File: src/rtl/cnn_defines.svh
`ifndef CNN_DEFINES_SVH
`define CNN_DEFINES_SVH

// image geometry.
`define IMG_W 8 // pixels per row.
`define IMG_H 8 // rows per image.
`define IN_CH 3 // channels per input pixel.
`define OUT_CH 8 // filters, one per output channel.
`define KSIZE 3 // kernel side.
`define TAPS 27 // KSIZE*KSIZE*IN_CH weights per filter.

// arithmetic.
`define DATA_W 16 // pixel, weight, bias and result width.
`define ACC_W 40 // accumulator width.
`define FRAC_BITS 8 // fixed-point fraction bits.

// wishbone word address map.
`define WB_ADR_W 14 // word address width.
`define REG_CTRL 0 // control and status word.
`define REG_BIAS_BASE 8 // one word per filter.
`define REG_WGT_BASE 256 // filter*32 + tap*3 + channel.
`define REG_PIX_BASE 512 // pixel*4 + channel.
`define REG_RES_BASE 1024 // out_pixel*8 + channel.

`endif

File: src/rtl/cnn_pkg.sv
`include "cnn_defines.svh"

package cnn_pkg;

	// one signed channel value: pixel, weight, bias or result.
	typedef logic signed [`DATA_W-1:0] sample_t;

	// all input channels of one pixel, channel 0 in the low bits.
	typedef logic [`IN_CH*`DATA_W-1:0] pixel_t;

	typedef logic signed [`ACC_W-1:0] acc_t; // mac accumulator.

	// one result per filter, filter 0 in the low bits.
	typedef logic [`OUT_CH*`DATA_W-1:0] out_vec_t;

	typedef logic [$clog2(`IMG_W*`IMG_H)-1:0] pix_idx_t; // input pixel index.
	typedef logic [$clog2((`IMG_W-2)*(`IMG_H-2))-1:0] res_idx_t; // output pixel index.

	typedef logic [31:0] wb_data_t; // bus data word.

	// window feeder states.
	typedef enum logic [1:0] {
		WIN_IDLE, // waiting for start.
		WIN_RUN, // issuing raster addresses.
		WIN_FLUSH // last pixel still in the read pipe.
	} win_state_t;

endpackage

File: src/rtl/result_pack.sv
`timescale 1ns/1ns
`include "cnn_defines.svh"

module result_pack (
	input  logic              clk,
	input  logic              rst,
	input  logic              out_valid,
	input  cnn_pkg::out_vec_t out_samples,
	output logic              res_we,
	output cnn_pkg::res_idx_t res_addr,
	output cnn_pkg::out_vec_t res_data,
	output logic              run_done
);
	localparam cnn_pkg::res_idx_t LAST_IDX =
		cnn_pkg::res_idx_t'((`IMG_W - 2) * (`IMG_H - 2) - 1); // last output pixel.

	cnn_pkg::out_vec_t relu; // rectified channels.

	always_comb
	begin
		for (int c = 0; c < `OUT_CH; c++)
		begin
			if (out_samples[c*`DATA_W + `DATA_W - 1])
				relu[c*`DATA_W +: `DATA_W] = '0; // negative clamps to zero.
			else
				relu[c*`DATA_W +: `DATA_W] = out_samples[c*`DATA_W +: `DATA_W];
		end
	end

	always_ff @(posedge clk)
	begin
		if (out_valid)
		begin
			res_data <= relu;
		end
	end

	always_ff @(posedge clk)
	begin
		if (rst)
		begin
			res_we <= 1'b0;
			res_addr <= '0;
			run_done <= 1'b0;
		end
		else
		begin
			res_we <= out_valid; // one cycle behind the filters.
			run_done <= 1'b0;
			if (res_we)
			begin
				if (res_addr == LAST_IDX)
				begin
					res_addr <= '0; // ready for the next run.
					run_done <= 1'b1;
				end
				else
				begin
					res_addr <= res_addr + 1'b1;
				end
			end
		end
	end

	addr_in_range: assert property (@(posedge clk) disable iff (rst)
		res_we |-> (res_addr <= LAST_IDX))
		else $error("result write past the last output pixel.");

endmodule

File: config.mk
export PLATFORM = sky130hd
export DESIGN_NAME = result_pack
export DESIGN_NICKNAME = d
export VERILOG_FILES = /design/src/rtl/cnn_pkg.sv /design/src/rtl/result_pack.sv
export VERILOG_INCLUDE_DIRS = /design/src /design/src/rtl
export SDC_FILE = /design/constraint.sdc
export NUM_CORES = 1
export LEC_CHECK = 0
export BUFFER_PORTS_ARGS = -buffer_cell sky130_fd_sc_hd__buf_2
export CAP_MARGIN = 20
export CORE_ASPECT_RATIO = 0.75
export CORE_MARGIN = 2
export CORE_UTILIZATION = 47
export DETAILED_ROUTE_END_ITERATION = 7
export GPL_TIMING_DRIVEN = 0
export PLACE_DENSITY = 0.89
export SLEW_MARGIN = 5
export SYNTH_ARGS = -nofsm -noshare
export SYNTH_HDL_FRONTEND = slang
export SYNTH_SLANG_ARGS = --single-unit
File: constraint.sdc
create_clock -name clk -period 3.15 [get_ports clk]
set_input_delay 0.63 -clock clk [delete_from_list [all_inputs] [get_ports clk]]
set_output_delay 0.63 -clock clk [all_outputs]
set_load 0.01 [all_outputs]
==> flow_summary.ini <==
[status]
status = complete, no violations

[critical_path]
arrival_ns = 1.01
path_buf_inv = 1
crit_chain = buf_2
regToRegSetupSlack_ns = 1.87
worstSetupPathType = flip-flop to output pin
worst_setup_path_start_kind = flip-flop
cpPeakStageDelay_ns = 0.43
crit_path_top_delay_cell = dfxtp_1
cp-end-kind = output pin
crit_fanout = 6
cp_top_family = flip-flops
r2r_end = res_addr[2]
crit_required_ns = 2.52
rr_startpoint = res_addr[2]
reg2reg_depth = 3

[grt]
gr-usage-met3 = 0.09234
grt_remaining_overflow = 0
top_usage_layer = met2
grt_util_met1 = 0.2120
grt_use_total = 0.2086
met2_usage = 0.3750
first_global_vias = 3420
grt_max_degree = 70
grt_first_pass_wirelength_mm = 16.91
antenna_found_initial = 0

[yosys]
avgSynthCellArea_um2 = 16.60
netlist_area_um2 = 4765
syn_inst = 287
synth_seq_area_share = 0.7899
ys_warn_count = 0
ys_ff_latch = 128
yosysUniqueCellTypes = 19

[placement]
gp_congestion = 0.7720
place_area_um2 = 6277
io_buffers = 258
place_hpwl_mm = 8.592

[floorplan]
ios = 267
dieArea_um2 = 10970
core_um2 = 9774
die_h_um = 91.20
num_rows = 31
fp.dieW_um = 120.3
start_util = 0.4875

[finish]
fin_nets = 704
fill_cells = 692
diodes = 0
final_area_um2 = 6877
multi_input_area_um2 = 937.1
drive_above_1_share = 0.5086
seq_area_um2 = 3764
area.growth.synth_to_final_pct = 44.33

[route]
vias = 3256
first_pass_iters = 4
via_per_inst = 4.547
ant_nets = 0
drc = 0
routedWlPerCell_um = 15.90
drtIter0Drc = 221
route.final.wire_length_mm = 11.38

[power]
p_leak_nw = 2.939
p_per_area_nw_per_um2 = 643.2
irDropWorstVdd_mv = 0.5457
power_frac_comb = 0.092
switching_power_mw = 0.9227
clock_power_share = 0.447
seqPwrFrac = 0.461
p_int_mw = 3.500
p_sw_frac = 0.2086

[timing]
post-route-min-period_ns = 1.640
fin_skew_ns = 0.003364
slew_headroom = 0.5388
rsz0062_at_grt = false
finalCritPeriodShare = 0.5207
report.final.slew_viol_count = 0
fin_tns_setup_ns = 0
setup_viol = 0
finalHoldViolations = 0
fmax_mhz = 609.7
worstMarginPinSlew_ns = 0.6917

[clock_network]
htree_levels = 4
postCtsHoldBufs = 0
clkTransAtPathRegs_ns = 0.05
worst_skew_pair.late_latency_ns = 0.40
cts_buffers = 17
cts_tree = built
cts-root-buf = clkbuf_16
cts_sinks = 128
cts_setup_buffers = 0
clockBufferDepth = 2
cts_resized = 0

[job]
maxCapViolations = 0

[hold_path]
min_to = res_we
hp-class = primary input to flip-flop
min-delay-start = rst
whs_path_depth = 2
-- worst reg2reg max path, cell delays in order (launching register included) --
cell      delay, ns
dfxtp_1        0.36
or4b_4         0.58
o21bai_4       0.16
nor2_1         0.07
-- flip-flops by register name, summed over array words and instances (netlist names) --
| signal | flops |
|---|---|
| res_addr | 6 |
| res_data | 120 |
| res_we | 1 |
| run_done | 1 |
-- per-layer routing --
layer,part of all wire,vias up
met2,0.53,165
met1,0.36,1520
li1,-,1558
met5,0,-
met3,0.095,13
met4,0.013,0
-- per-stage QoR --
step                      utilization  hold slack (ns)  setup WS, ns  total power [mW]  cells
after detailed placement       0.6422           0.5015         1.203             2.486    685
after global routing           0.7035           0.4566         1.443             4.571    716
after CTS                      0.7035           0.4435         1.488             4.470    716
final                          0.7035           0.4658         1.510             4.423    716
after floorplan                     -           0.5076         1.921             2.225    294
after global placement         0.6391           0.4902        0.2692             2.465    684
-- cell usage in the layout, fill, tap and decap left out, drive strengths merged, types with 2 or more instances in the layout --
cell / netlist / routed
buf: 8 / 267
nor2b: 121 / 121
edfxtp: 120 / 120
clkbuf: 8 / 26
conb: 1 / 8
dfxtp: 8 / 8
clkinv: 0 / 6
nor2: 5 / 5
bufinv: 0 / 4
xor2: 3 / 3
clkinvlp: 0 / 3
nand4: 2 / 2
nand2: 2 / 2
-- cells by family after synthesis --
kind of cell / synth area share
buffers and inverters: 0.01891
xor gates and xnor gates: 0.007354
and+or+nand+nor: 0.1723
muxes: 0.002101
other: 0.0007871
AOI/OAI and AO/OA: 0.006038
DFF: 0.7899
adders and majority gates: 0.002626
-- worst max-delay path by stage --
stage | start | end | slack (ns) | cells after the start
3_5_place_dp | out_valid | res_data[55] | 1.20 | 2
2_1_floorplan | res_addr[2] | res_addr[0] | 1.92 | 3
5_1_grt | res_addr[2] | res_addr[2] | 1.44 | 1
6_report | res_we | res_we | 1.51 | 1
4_1_cts | res_addr[2] | res_addr[2] | 1.49 | 1
3_3_place_gp | out_valid | res_data[55] | 0.27 | 1
-- synth_stat cells --
cell      number  share of area
o21bai_4       1         0.0039
conb_1         1        0.00079
xnor2_1        1         0.0018
ha_1           1         0.0026
mux2i_1        1         0.0021
dfxtp_1        8          0.034
nor2b_1      121           0.16
buf_4          8          0.013
nand4_1        2         0.0026
nor2_1         5         0.0039
nand2_1        2         0.0016
o21ai_0        1         0.0010
xor2_1         3         0.0055
or4b_4         1         0.0029
edfxtp_1     120           0.76
nor3_1         1         0.0010
a21oi_1        1         0.0010
or3_1          1         0.0013
clkbuf_1       8         0.0063
-- power groups by stage --
stage / sequential [mW] / combinational, mW / clock [mW]
floorplan: 2.14 / 0.0805 / 0
global placement: 2.07 / 0.396 / 0
detailed placement: 2.07 / 0.413 / 0
CTS: 2.04 / 0.415 / 2.01
global route: 2.05 / 0.444 / 2.08
finish: 2.04 / 0.409 / 1.98
-- area by class of cell --
class,count,share of cell area
repair buffers,259,0.1921
clock inverters,13,0.02475
flip-flops and latches,128,0.5473
well taps,132,0.02402
plain buffers,16,0.01310
clock buffers,18,0.06241
multi-input cells,150,0.1363
Power figures use the tool's default switching activity.
