### config.mk
export PLATFORM = sky130hd
export DESIGN_NAME = conv_window
export DESIGN_NICKNAME = d
export VERILOG_FILES = /design/src/rtl/cnn_pkg.sv /design/src/rtl/conv_window.sv
export VERILOG_INCLUDE_DIRS = /design/src /design/src/rtl
export SDC_FILE = /design/constraint.sdc
export NUM_CORES = 1
export LEC_CHECK = 0
export BUFFER_PORTS_ARGS = -buffer_cell sky130_fd_sc_hd__clkbuf_2
export CAP_MARGIN = 20
export CORE_MARGIN = 4
export CORE_UTILIZATION = 45
export CTS_CLUSTER_SIZE = 16
export DETAILED_ROUTE_END_ITERATION = 6
export GPL_TIMING_DRIVEN = 0
export PLACE_DENSITY = 0.66
export SLEW_MARGIN = 20
export SYNTH_ARGS = -nofsm -noshare
export SYNTH_HDL_FRONTEND = slang
export SYNTH_SLANG_ARGS = --single-unit
### constraint.sdc
create_clock -name clk -period 27.8 [get_ports clk]
set_input_delay 6.95 -clock clk [delete_from_list [all_inputs] [get_ports clk]]
set_output_delay 6.95 -clock clk [all_outputs]
set_load 0.005 [all_outputs]
### src/rtl/cnn_defines.svh
`ifndef CNN_DEFINES_SVH
`define CNN_DEFINES_SVH

// image geometry.
`define IMG_W 8 // pixels per row.
`define IMG_H 8 // rows per image.
`define IN_CH 3 // channels per input pixel.
`define OUT_CH 8 // filters, one per output channel.
`define KSIZE 3 // kernel side.
`define TAPS 27 // KSIZE*KSIZE*IN_CH weights per filter.

// arithmetic.
`define DATA_W 16 // pixel, weight, bias and result width.
`define ACC_W 40 // accumulator width.
`define FRAC_BITS 8 // fixed-point fraction bits.

// wishbone word address map.
`define WB_ADR_W 14 // word address width.
`define REG_CTRL 0 // control and status word.
`define REG_BIAS_BASE 8 // one word per filter.
`define REG_WGT_BASE 256 // filter*32 + tap*3 + channel.
`define REG_PIX_BASE 512 // pixel*4 + channel.
`define REG_RES_BASE 1024 // out_pixel*8 + channel.

`endif

### src/rtl/cnn_pkg.sv
`include "cnn_defines.svh"

package cnn_pkg;

	// one signed channel value: pixel, weight, bias or result.
	typedef logic signed [`DATA_W-1:0] sample_t;

	// all input channels of one pixel, channel 0 in the low bits.
	typedef logic [`IN_CH*`DATA_W-1:0] pixel_t;

	typedef logic signed [`ACC_W-1:0] acc_t; // mac accumulator.

	// one result per filter, filter 0 in the low bits.
	typedef logic [`OUT_CH*`DATA_W-1:0] out_vec_t;

	typedef logic [$clog2(`IMG_W*`IMG_H)-1:0] pix_idx_t; // input pixel index.
	typedef logic [$clog2((`IMG_W-2)*(`IMG_H-2))-1:0] res_idx_t; // output pixel index.

	typedef logic [31:0] wb_data_t; // bus data word.

	// window feeder states.
	typedef enum logic [1:0] {
		WIN_IDLE, // waiting for start.
		WIN_RUN, // issuing raster addresses.
		WIN_FLUSH // last pixel still in the read pipe.
	} win_state_t;

endpackage

### src/rtl/conv_window.sv
`timescale 1ns/1ns
`include "cnn_defines.svh"

module conv_window (
	input  logic                     clk,
	input  logic                     rst,
	input  logic                     start,
	input  cnn_pkg::pixel_t          pix_rd_data,
	output cnn_pkg::pix_idx_t        pix_rd_addr,
	output logic                     win_valid,
	output logic [`TAPS*`DATA_W-1:0] win_data
);
	localparam int COL_W = $clog2(`IMG_W);
	localparam int ROW_W = $clog2(`IMG_H);
	localparam logic [COL_W-1:0] COL_LAST = COL_W'(`IMG_W - 1);
	localparam logic [ROW_W-1:0] ROW_LAST = ROW_W'(`IMG_H - 1);
	localparam int EDGE = `KSIZE - 1; // rows and columns before the first full window.
	localparam int PIX_BITS = `IN_CH * `DATA_W;

	cnn_pkg::win_state_t state;
	logic [COL_W-1:0]    col; // column of the address being issued.
	logic [ROW_W-1:0]    row;
	logic                data_v; // pix_rd_data holds a pixel of this run.
	logic [COL_W-1:0]    data_col; // position of the pixel on pix_rd_data.
	logic [ROW_W-1:0]    data_row;
	cnn_pkg::pixel_t     lbuf [EDGE][`IMG_W]; // line buffers, lbuf[0] is the newer row.
	cnn_pkg::pixel_t     win [`KSIZE][`KSIZE]; // [row][col], row 0 on top.

	always_ff @(posedge clk)
	begin
		if (rst)
		begin
			state <= cnn_pkg::WIN_IDLE;
			pix_rd_addr <= '0;
			row <= '0;
			col <= '0;
			data_v <= 1'b0;
			win_valid <= 1'b0;
		end
		else
		begin
			data_v <= (state == cnn_pkg::WIN_RUN); // one cycle read latency.
			win_valid <= data_v && (data_row >= EDGE) && (data_col >= EDGE);
			case (state)
				cnn_pkg::WIN_IDLE:
				begin
					if (start)
					begin
						state <= cnn_pkg::WIN_RUN;
						pix_rd_addr <= '0;
						row <= '0;
						col <= '0;
					end
				end
				cnn_pkg::WIN_RUN:
				begin
					pix_rd_addr <= pix_rd_addr + 1'b1; // raster order.
					if (col == COL_LAST)
					begin
						col <= '0;
						if (row == ROW_LAST)
						begin
							state <= cnn_pkg::WIN_FLUSH; // last address issued.
						end
						else
						begin
							row <= row + 1'b1;
						end
					end
					else
					begin
						col <= col + 1'b1;
					end
				end
				cnn_pkg::WIN_FLUSH:
				begin
					if (!data_v)
					begin
						state <= cnn_pkg::WIN_IDLE; // last window leaves this cycle.
					end
				end
				default: state <= cnn_pkg::WIN_IDLE;
			endcase
		end
	end

	// window datapath, shifts one pixel per valid read.
	always_ff @(posedge clk)
	begin
		data_row <= row;
		data_col <= col;
		if (data_v)
		begin
			lbuf[0][0] <= pix_rd_data;
			for (int r = 1; r < EDGE; r++)
			begin
				lbuf[r][0] <= lbuf[r-1][`IMG_W-1]; // chain rows.
			end
			for (int r = 0; r < EDGE; r++)
			begin
				for (int i = 1; i < `IMG_W; i++)
				begin
					lbuf[r][i] <= lbuf[r][i-1];
				end
			end
			for (int ky = 0; ky < `KSIZE; ky++)
			begin
				for (int kx = 0; kx < EDGE; kx++)
				begin
					win[ky][kx] <= win[ky][kx+1]; // slide left.
				end
			end
			win[EDGE][EDGE] <= pix_rd_data; // current row enters bottom right.
			for (int ky = 0; ky < EDGE; ky++)
			begin
				win[ky][EDGE] <= lbuf[EDGE-1-ky][`IMG_W-1]; // same column, older rows.
			end
		end
	end

	// flatten as tap*IN_CH + channel, tap = ky*KSIZE + kx.
	always_comb
	begin
		for (int ky = 0; ky < `KSIZE; ky++)
		begin
			for (int kx = 0; kx < `KSIZE; kx++)
			begin
				win_data[(ky*`KSIZE+kx)*PIX_BITS +: PIX_BITS] = win[ky][kx];
			end
		end
	end

	valid_not_idle: assert property (@(posedge clk) disable iff (rst)
		win_valid |-> (state != cnn_pkg::WIN_IDLE))
		else $error("win_valid while feeder idle.");

endmodule

==> results.json, run 1 <==
{
  "grt_pass1_wl_um": 69600,
  "synth.distinct_cells": 28,
  "seqPwrFrac_pct": 54.9,
  "utilization_pct": 55.9,
  "drt_iter0_markers": 644,
  "hp-class": "flip-flop to flip-flop",
  "fin_cells": 2830,
  "num_rows": 95,
  "diodes": 0,
  "rsz0062_at_grt": "no",
  "antenna_found_initial": 0,
  "worstPathMaxFanout": 2,
  "netlist_instances": 1279,
  "wl_um": 46600,
  "worstMarginPinSlew_ns": 0.378,
  "vias": 12200,
  "via_per_inst": 4.33,
  "synth.avg_cell_area_um2": 23.8,
  "fin_hold_ws_ns": 0.382,
  "gp_congestion": 0.808,
  "syn_to_final_growth_pct": 23.3,
  "crit_arrival_ns": 1.39,
  "share_comb_of_total_power_pct": 2.8,
  "synth_area_um2": 30400,
  "grtUsageTotal_pct": 12.5,
  "clock.fmax_mhz": 120,
  "final_common_cell": "edfxtp_1",
  "hold_violations": 0,
  "clkPwrFrac_pct": 42.2,
  "yosysSeqAreaShare_pct": 91.4,
  "coreArea_um2": 67000,
  "min_period_ns": 8.34,
  "yosysWarnings": 0,
  "final_cell_mix": "edfxtp_1, clkbuf_2, buf_4, clkbuf_16",
  "finalPower_mw": 2.93,
  "critPathSlowestCell": "edfxtp_1",
  "ant_nets": 0,
  "cts.path.max_buffers": 3,
  "peakVddDrop_v": 0.0000546,
  "total_leakage_power_nw": 13.9,
  "grt_max_degree": 64,
  "grt_overflow": 0,
  "p_switching_uw": 566,
  "cts_setup_buffers": 0,
  "clk_pin_slew_worst_paths_ns": 0.06,
  "slew_headroom_pct": 74.8,
  "finalNetCount": 1934,
  "die_w_um": 268,
  "clock_skew_ns": 0.0161,
  "hpwl_um": 31200,
  "drive_above_1_share_pct": 48.2,
  "pre_cts_slack_ns": 19.82,
  "clock_latency_ns": 0.62,
  "dp.cells": 2657,
  "cts_tree": "done",
  "crit_chain": "buf_4 -> clkbuf_2",
  "drc": 0,
  "start_kind": "flip-flop",
  "status": "finished, final reports clean",
  "die_h_um": 268,
  "cpPeakStageDelay_ns": 0.49,
  "path_class": "flip-flop to output port",
  "p_int_mw": 2.36,
  "required_ns": 20.85,
  "grt_pass1_vias": 12400,
  "ys_ff_latch": 932,
  "report.final.setup_viol": 0,
  "numCtsBuffers": 92,
  "cts_resized": 0,
  "r2r_slack_ns": 25.36,
  "cts_sinks": 932,
  "start_util_pct": 45.3,
  "end_kind": "output port",
  "swShare_pct": 19.3,
  "min_period_over_period_pct": 30.0,
  "wire_per_inst_um": 16.5,
  "max_cap_viol_count": 0,
  "powerDensity_nw_per_um2": 78.2,
  "h-tree-depth": 3,
  "clock_tree.root_cell": "clkbuf_16",
  "io-pin-count": 490,
  "cts_hold_buf": 0,
  "drv_slew": 0,
  "synth_nets": 1335,
  "drt-pass1-iter-count": 5,
  "fin_ws_ns": 19.46,
  "numPortBuffers": 488,
  "die_area_um2": 71800
}
[worst max-delay path, delay by kind of cell (launching register included)]
kind	cells	cell delay (ns)
flops	1	0.49
buf+inv	2	0.28
[final cells by class]
type	count	area [µm²]
clock inverter	61	694
fill	5025	29500
buffer	292	2190
inverter	1	3.75
tap	873	1090
multi-input combinational	54	420
timing repair buffer	505	2900
clock buffer	112	2400
sequential	932	27800
[stage by stage]
| stage | setup TNS [ns] | instance area (µm²) |
|---|---|---|
| 2_1_floorplan | 0 | 30400 |
| 3_3_place_gp | -533.05 | 33900 |
| 3_5_place_dp | 0 | 34400 |
| 4_1_cts | 0 | 37500 |
| 5_1_grt | 0 | 37500 |
| 6_report | 0 | 37500 |
[flip-flops by register name (all words and copies together) (netlist names)]
register,count
data_row,2
data_col,2
col,3
data_v,1
win_valid,1
row,3
state,2
lbuf,754
win,158
pix_rd_addr,6
[power groups by stage]
| stage | clock network, mW | registers, mW | logic, mW |
|---|---|---|---|
| floorplan | 0 | 1.71 | 0.0233 |
| global placement | 0 | 1.74 | 0.0519 |
| detailed placement | 0 | 1.64 | 0.0847 |
| CTS | 1.28 | 1.61 | 0.0850 |
| global route | 1.34 | 1.61 | 0.0896 |
| finish | 1.24 | 1.61 | 0.0829 |
[worst paths after layout]
check / cells past startpoint / end / from
worst max-delay path: 2 / win_data[235] / lbuf[1][331]
worst min-delay path: 0 / data_col[1] / col[1]
worst max register to register: 5 / win[0][110] / data_v
worst min register to register: 0 / data_col[1] / col[1]
[synth_stat cells, drive strengths merged]
cell	n	share of area, %
o22ai	2	0.041
a31oi	2	0.091
nand3	1	0.016
inv	1	0.012
mux2	2	0.074
ha	5	0.21
dfxtp	20	1.3
nand2	3	0.037
nor3b	5	0.16
and3	1	0.021
nor2	8	0.099
nand4b	1	0.029
buf	291	7.2
clkbuf	1	0.012
o21bai	1	0.037
nand2b	6	0.12
nor2b	1	0.045
edfxtp	912	90
mux2i	4	0.13
a311oi	1	0.029
nand3b	3	0.074
a22oi	4	0.099
nand4	2	0.041
a21oi	2	0.033
[cell families (layout without fill, tap and decap cells)]
| family | after synthesis | after routing | share of synthesized area [%] |
|---|---|---|---|
| DFF | 932 | 932 | 91.4 |
| buffers and inverters | 293 | 971 | 7.21 |
| and+or+nand+nor | 31 | 31 | 0.642 |
| AOI/OAI and AO/OA | 12 | 12 | 0.329 |
| muxes | 6 | 6 | 0.206 |
| adders and majority gates | 5 | 5 | 0.206 |
[layer usage]
layer  global-route usage, %  part of all wire, %  up-vias
li1                        -                    -     5850
met1                    15.3                   39     5943
met2                    21.3                   52      362
met3                    3.10                  5.7       88
met4                    5.52                  3.3        0
met5                       0                    0        -
(Power assumes the default switching activity.)
==> run 2, diff against run 1 <==
PLACE_DENSITY = 0.68   (was 0.66)
clock period = 7.5 ns   (was 27.8 ns; I/O delays follow)
==> run 2 against run 1 <==
- clock skew grew 0.011 ns
- flip-flop and latch count unchanged
- critical endpoint is now win_data[217]
- die area unchanged
- critical path type unchanged
==> results.json, run 2 (synthesized netlist as in run 1, its figures left out) <==
{
  "vias": 12300,
  "required_ns": 5.62,
  "finalNetCount": 1934,
  "gp_congestion": 0.782,
  "clk_pin_slew_worst_paths_ns": 0.06,
  "clock_skew_ns": 0.0268,
  "io-pin-count": 490,
  "num_rows": 95,
  "fin_ws_ns": 4.27,
  "worstPathMaxFanout": 2,
  "max_cap_viol_count": 0,
  "peakVddDrop_v": 0.000199,
  "drt-pass1-iter-count": 4,
  "status": "finished, final reports clean",
  "share_comb_of_total_power_pct": 2.8,
  "grt_pass1_wl_um": 70300,
  "cts_hold_buf": 0,
  "grt_pass1_vias": 12600,
  "fillers": 4985,
  "largest_register_ffs": 754,
  "drv_slew": 0,
  "cts_tree": "done",
  "total_leakage_power_nw": 13.8,
  "grt_overflow": 0,
  "ff2ff_path_depth": 5,
  "cts_sinks": 932,
  "powerDensity_nw_per_um2": 287,
  "diodes": 0,
  "pre_cts_slack_ns": 4.55,
  "worst_hold_startpoint": "row[1]",
  "end_kind": "output port",
  "largest_registers": "lbuf (754), win (158), pix_rd_addr (6)",
  "cts_setup_buffers": 0,
  "wire_per_inst_um": 16.5,
  "final_common_cell": "edfxtp_1",
  "min_path_cells": 0,
  "cts_resized": 0,
  "clock_tree.root_cell": "clkbuf_16",
  "r2r_slack_ns": 4.82,
  "swShare_pct": 19.7,
  "hpwl_um": 30800,
  "min_period_ns": 3.23,
  "crit_arrival_ns": 1.36,
  "clkPwrFrac_pct": 41.4,
  "r2r_start": "data_v",
  "seqPwrFrac_pct": 55.8,
  "die_area_um2": 71800,
  "path_class": "flip-flop to output port",
  "drive_above_1_share_pct": 47.9,
  "ant_nets": 0,
  "die_h_um": 268,
  "finalPower_mw": 10.7,
  "hp-class": "flip-flop to flip-flop",
  "multi_input_area_um2": 420,
  "clock.fmax_mhz": 309,
  "report.final.setup_viol": 0,
  "fin_cells": 2826,
  "slew_headroom_pct": 67.0,
  "numCtsBuffers": 93,
  "via_per_inst": 4.35,
  "top_register": "lbuf",
  "worstMarginPinSlew_ns": 0.494,
  "start_util_pct": 45.3,
  "min_period_over_period_pct": 43.1,
  "grt_max_degree": 68,
  "final_cell_mix": "edfxtp_1, clkbuf_2, buf_4, clkbuf_16, clkbuf_1",
  "h-tree-depth": 3,
  "rsz0062_at_grt": "no",
  "p_switching_mw": 2.11,
  "antenna_found_initial": 0,
  "start_kind": "flip-flop",
  "hold_violations": 0,
  "syn_to_final_growth_pct": 22.9,
  "postPlaceCellArea_um2": 34400,
  "finish.instance_area_um2": 37400,
  "drc": 0,
  "numPortBuffers": 488,
  "cts.path.max_buffers": 3,
  "r2r-end": "lbuf[1][22]",
  "clock_latency_ns": 0.62,
  "regArea_um2": 27800,
  "min_to": "data_row[1]",
  "coreArea_um2": 67000,
  "grtUsageTotal_pct": 12.5,
  "crit_chain": "buf_4 -> clkbuf_2",
  "die_w_um": 268,
  "wl_um": 46700,
  "drt_iter0_markers": 728,
  "critPathSlowestCell": "edfxtp_1",
  "p_int_mw": 8.60,
  "cpPeakStageDelay_ns": 0.46,
  "dp.cells": 2656
}
## run 2: cell count changes in the layout (fill, tap and decap cells not counted)
cell	before	now
buf_12	1	2
buf_16	16	14
bufinv_16	12	7
clkinv_1	13	17
clkinv_16	1	4
clkinv_2	20	12
clkinvlp_4	5	9
inv_16	2	0
inv_6	4	5
## run 2: worst max-delay path: cells and delay by family, from the launching register on
family,cells,cell delay [ns]
buf+inv,2,0.28
flops,1,0.46
## run 2: layer usage
layer  track usage, %  wire length, µm  up-vias
li1                 -                -     5827
met1             15.7            18700     5995
met2             20.8            23600      383
met3             2.97             2670       97
met4             6.02             1750        0
met5                0                0        -
## run 2: layout make-up
type	count	area share [%]
inverters	1	0.0100
repair buffers	504	7.67
plain buffers	292	5.86
clock inverters	58	1.63
flip-flops and latches	932	74.4
clock buffers	112	6.42
multi-input cells	54	1.12
well taps	873	2.92
## run 2: power groups by stage
stage	Sequential, mW	Combinational [mW]	Clock, mW
floorplan	6.18	0.0861	0
global placement	6.23	0.191	0
detailed placement	6.08	0.309	0
CTS	5.97	0.310	4.60
global route	5.99	0.328	4.83
finish	5.97	0.303	4.44
## run 2: through the flow
stage	hold slack, ns	utilization (%)	TNS [ns]
floorplan	0.354	-	0
global placement	0.361	50.6	-1291.10
detailed placement	0.369	51.3	0
CTS	0.371	55.7	0
global route	0.377	55.7	0
finish	0.377	55.7	0
## run 2: worst max-delay path by stage
stage | cells past startpoint | slack [ns] | to | from
global placement | 0 | -1.54 | win[0][110] | data_v
global route | 2 | 4.18 | win_data[217] | lbuf[1][313]
floorplan | 0 | 0.53 | lbuf[0][0] | data_v
CTS | 2 | 4.20 | win_data[217] | lbuf[1][313]
detailed placement | 4 | 4.55 | pix_rd_addr[3] | rst
finish | 2 | 4.27 | win_data[217] | lbuf[1][313]
==> run 3, diff against run 2 <==
PLACE_DENSITY = 0.66   (was 0.68)
clock period = 3.26 ns   (was 7.5 ns; I/O delays follow)
==> run 3 against run 2 <==
- utilization is 0.21 points higher
- final cell count hardly changed
- global-route usage is 0.087 points higher
- clock skew is 0.0015 ns lower
- hold slack worse by 0.015 ns
- via count is 0.33% higher
- critical path type is now flip-flop to flip-flop
- critical endpoint is now win[0][103]
- largest cell class unchanged
==> results.json, run 3 (synthesized netlist as in run 1, its figures left out) <==
{
  "status": "finished, final reports clean",
  "grt_pass1_wl_um": 70600,
  "cpPeakStageDelay_ns": 0.64,
  "path_class": "flip-flop to flip-flop",
  "crit_arrival_ns": 2.51,
  "drive_above_1_share_pct": 48.2,
  "cts.path.max_buffers": 3,
  "critPathSlowestCell": "dfxtp_4",
  "worst_hold_startpoint": "pix_rd_data[30]",
  "numPortBuffers": 488,
  "peakVddDrop_v": 0.000432,
  "grt_pass1_vias": 12600,
  "drt_iter0_markers": 723,
  "final_cell_mix": "edfxtp_1, clkbuf_2, buf_4, clkbuf_16, dfxtp_1",
  "cts_sinks": 932,
  "cts_tree": "done",
  "start_kind": "flip-flop",
  "start_util_pct": 45.3,
  "die_area_um2": 71800,
  "clock_latency_ns": 0.62,
  "drc": 0,
  "min_path_cells": 1,
  "hold_violations": 0,
  "fillers": 5010,
  "powerDensity_nw_per_um2": 669,
  "finish.instance_area_um2": 37500,
  "report.final.setup_viol": 0,
  "final_common_cell": "edfxtp_1",
  "top_register": "lbuf",
  "slew_headroom_pct": 69.8,
  "r2r_start": "data_v",
  "antenna_found_initial": 0,
  "fin_cells": 2828,
  "dp.cells": 2658,
  "numCtsBuffers": 93,
  "crit_chain": "buf_12 -> buf_12 -> buf_12 -> buf_16",
  "cts_hold_buf": 0,
  "die_h_um": 268,
  "crit_top_cell": "buf_12",
  "cts_setup_buffers": 0,
  "worstMarginPinSlew_ns": 0.454,
  "clock_tree.root_cell": "clkbuf_16",
  "finalNetCount": 1936,
  "end_kind": "flip-flop",
  "largest_register_ffs": 754,
  "wl_um": 46900,
  "syn_to_final_growth_pct": 23.4,
  "r2r-end": "win[0][103]",
  "rsz0062_at_grt": "no",
  "required_ns": 3.55,
  "grt_overflow": 0,
  "r2r_slack_ns": 1.04,
  "grtUsageTotal_pct": 12.6,
  "gp_congestion": 0.790,
  "ant_nets": 0,
  "cts_resized": 0,
  "die_w_um": 268,
  "drv_slew": 0,
  "vias": 12300,
  "grt_max_degree": 67,
  "total_leakage_power_nw": 13.9,
  "max_cap_viol_count": 0,
  "min_period_over_period_pct": 68.0,
  "clk_pin_slew_worst_paths_ns": 0.06,
  "largest_registers": "lbuf (754), win (158), pix_rd_addr (6)",
  "min_to": "lbuf[0][366]",
  "coreArea_um2": 67000,
  "ff2ff_path_depth": 4,
  "postPlaceCellArea_um2": 34400,
  "clock_skew_ns": 0.0253,
  "via_per_inst": 4.36,
  "min_period_ns": 2.22,
  "num_rows": 95,
  "hpwl_um": 31400,
  "clock.fmax_mhz": 451,
  "diodes": 0,
  "io-pin-count": 490,
  "h-tree-depth": 3,
  "worstPathMaxFanout": 60,
  "drt-pass1-iter-count": 5,
  "hp-class": "input pin to flip-flop",
  "wire_per_inst_um": 16.6
}
-- run 3: cell count changes in the layout (fill, tap and decap cells not counted), sizes merged --
cell,previous run,this run
buf,307,309
bufinv,7,13
clkinvlp,9,4
inv,6,4
clkinv,37,38
-- run 3: how the worst max path moves through the flow --
stage,depth (start not counted),end,start
2_1_floorplan,0,lbuf[0][0],data_v
3_3_place_gp,0,win[0][96],data_v
3_5_place_dp,4,win[0][121],data_v
4_1_cts,4,lbuf[1][63],data_v
5_1_grt,4,lbuf[1][79],data_v
6_report,4,win[0][103],data_v
-- run 3: cell type report --
| class | instances | area, µm² | area share (%) |
|---|---|---|---|
| Buffer | 292 | 2190 | 5.84 |
| Clock buffer | 112 | 2430 | 6.49 |
| Clock inverter | 58 | 693 | 1.85 |
| Inverter | 1 | 3.75 | 0.0100 |
| Multi-Input combinational cell | 54 | 420 | 1.12 |
| Sequential cell | 932 | 27800 | 74.1 |
| Tap cell | 873 | 1090 | 2.91 |
| Timing Repair Buffer | 506 | 2890 | 7.69 |
-- run 3: routing by layer --
| metal | wire (µm) | GRT usage, % | up-vias |
|---|---|---|---|
| li1 | - | - | 5840 |
| met1 | 18300 | 15.5 | 5992 |
| met2 | 23900 | 21.2 | 385 |
| met3 | 2740 | 2.98 | 126 |
| met4 | 2000 | 6.22 | 0 |
| met5 | 0 | 0 | - |
-- run 3: where the power goes --
group / leakage (nW) / internal, mW / switching [mW]
registers: 8.60 / 13.6 / 0.153
clock network: 1.52 / 6.39 / 4.28
logic: 3.79 / 0.324 / 0.378
-- run 3: critical path: cells and delay by family (launching register included) --
| kind | cells | cell delay (ns) |
|---|---|---|
| flip-flops | 1 | 0.64 |
| buffers and inverters | 4 | 1.16 |
-- run 3: stage by stage --
step	worst slack [ns]	utilization, %	total power, mW	TNS [ns]	hold WS [ns]
6_report	1.04	56.0	25.1	0	0.361
5_1_grt	0.884	56.0	26.1	0	0.317
4_1_cts	0.990	56.0	25.5	0	0.307
3_5_place_dp	1.01	51.3	14.7	0	0.367
3_3_place_gp	-5.83	50.6	14.8	-5202.11	0.361
2_1_floorplan	-3.71	-	14.4	-3390.46	0.354
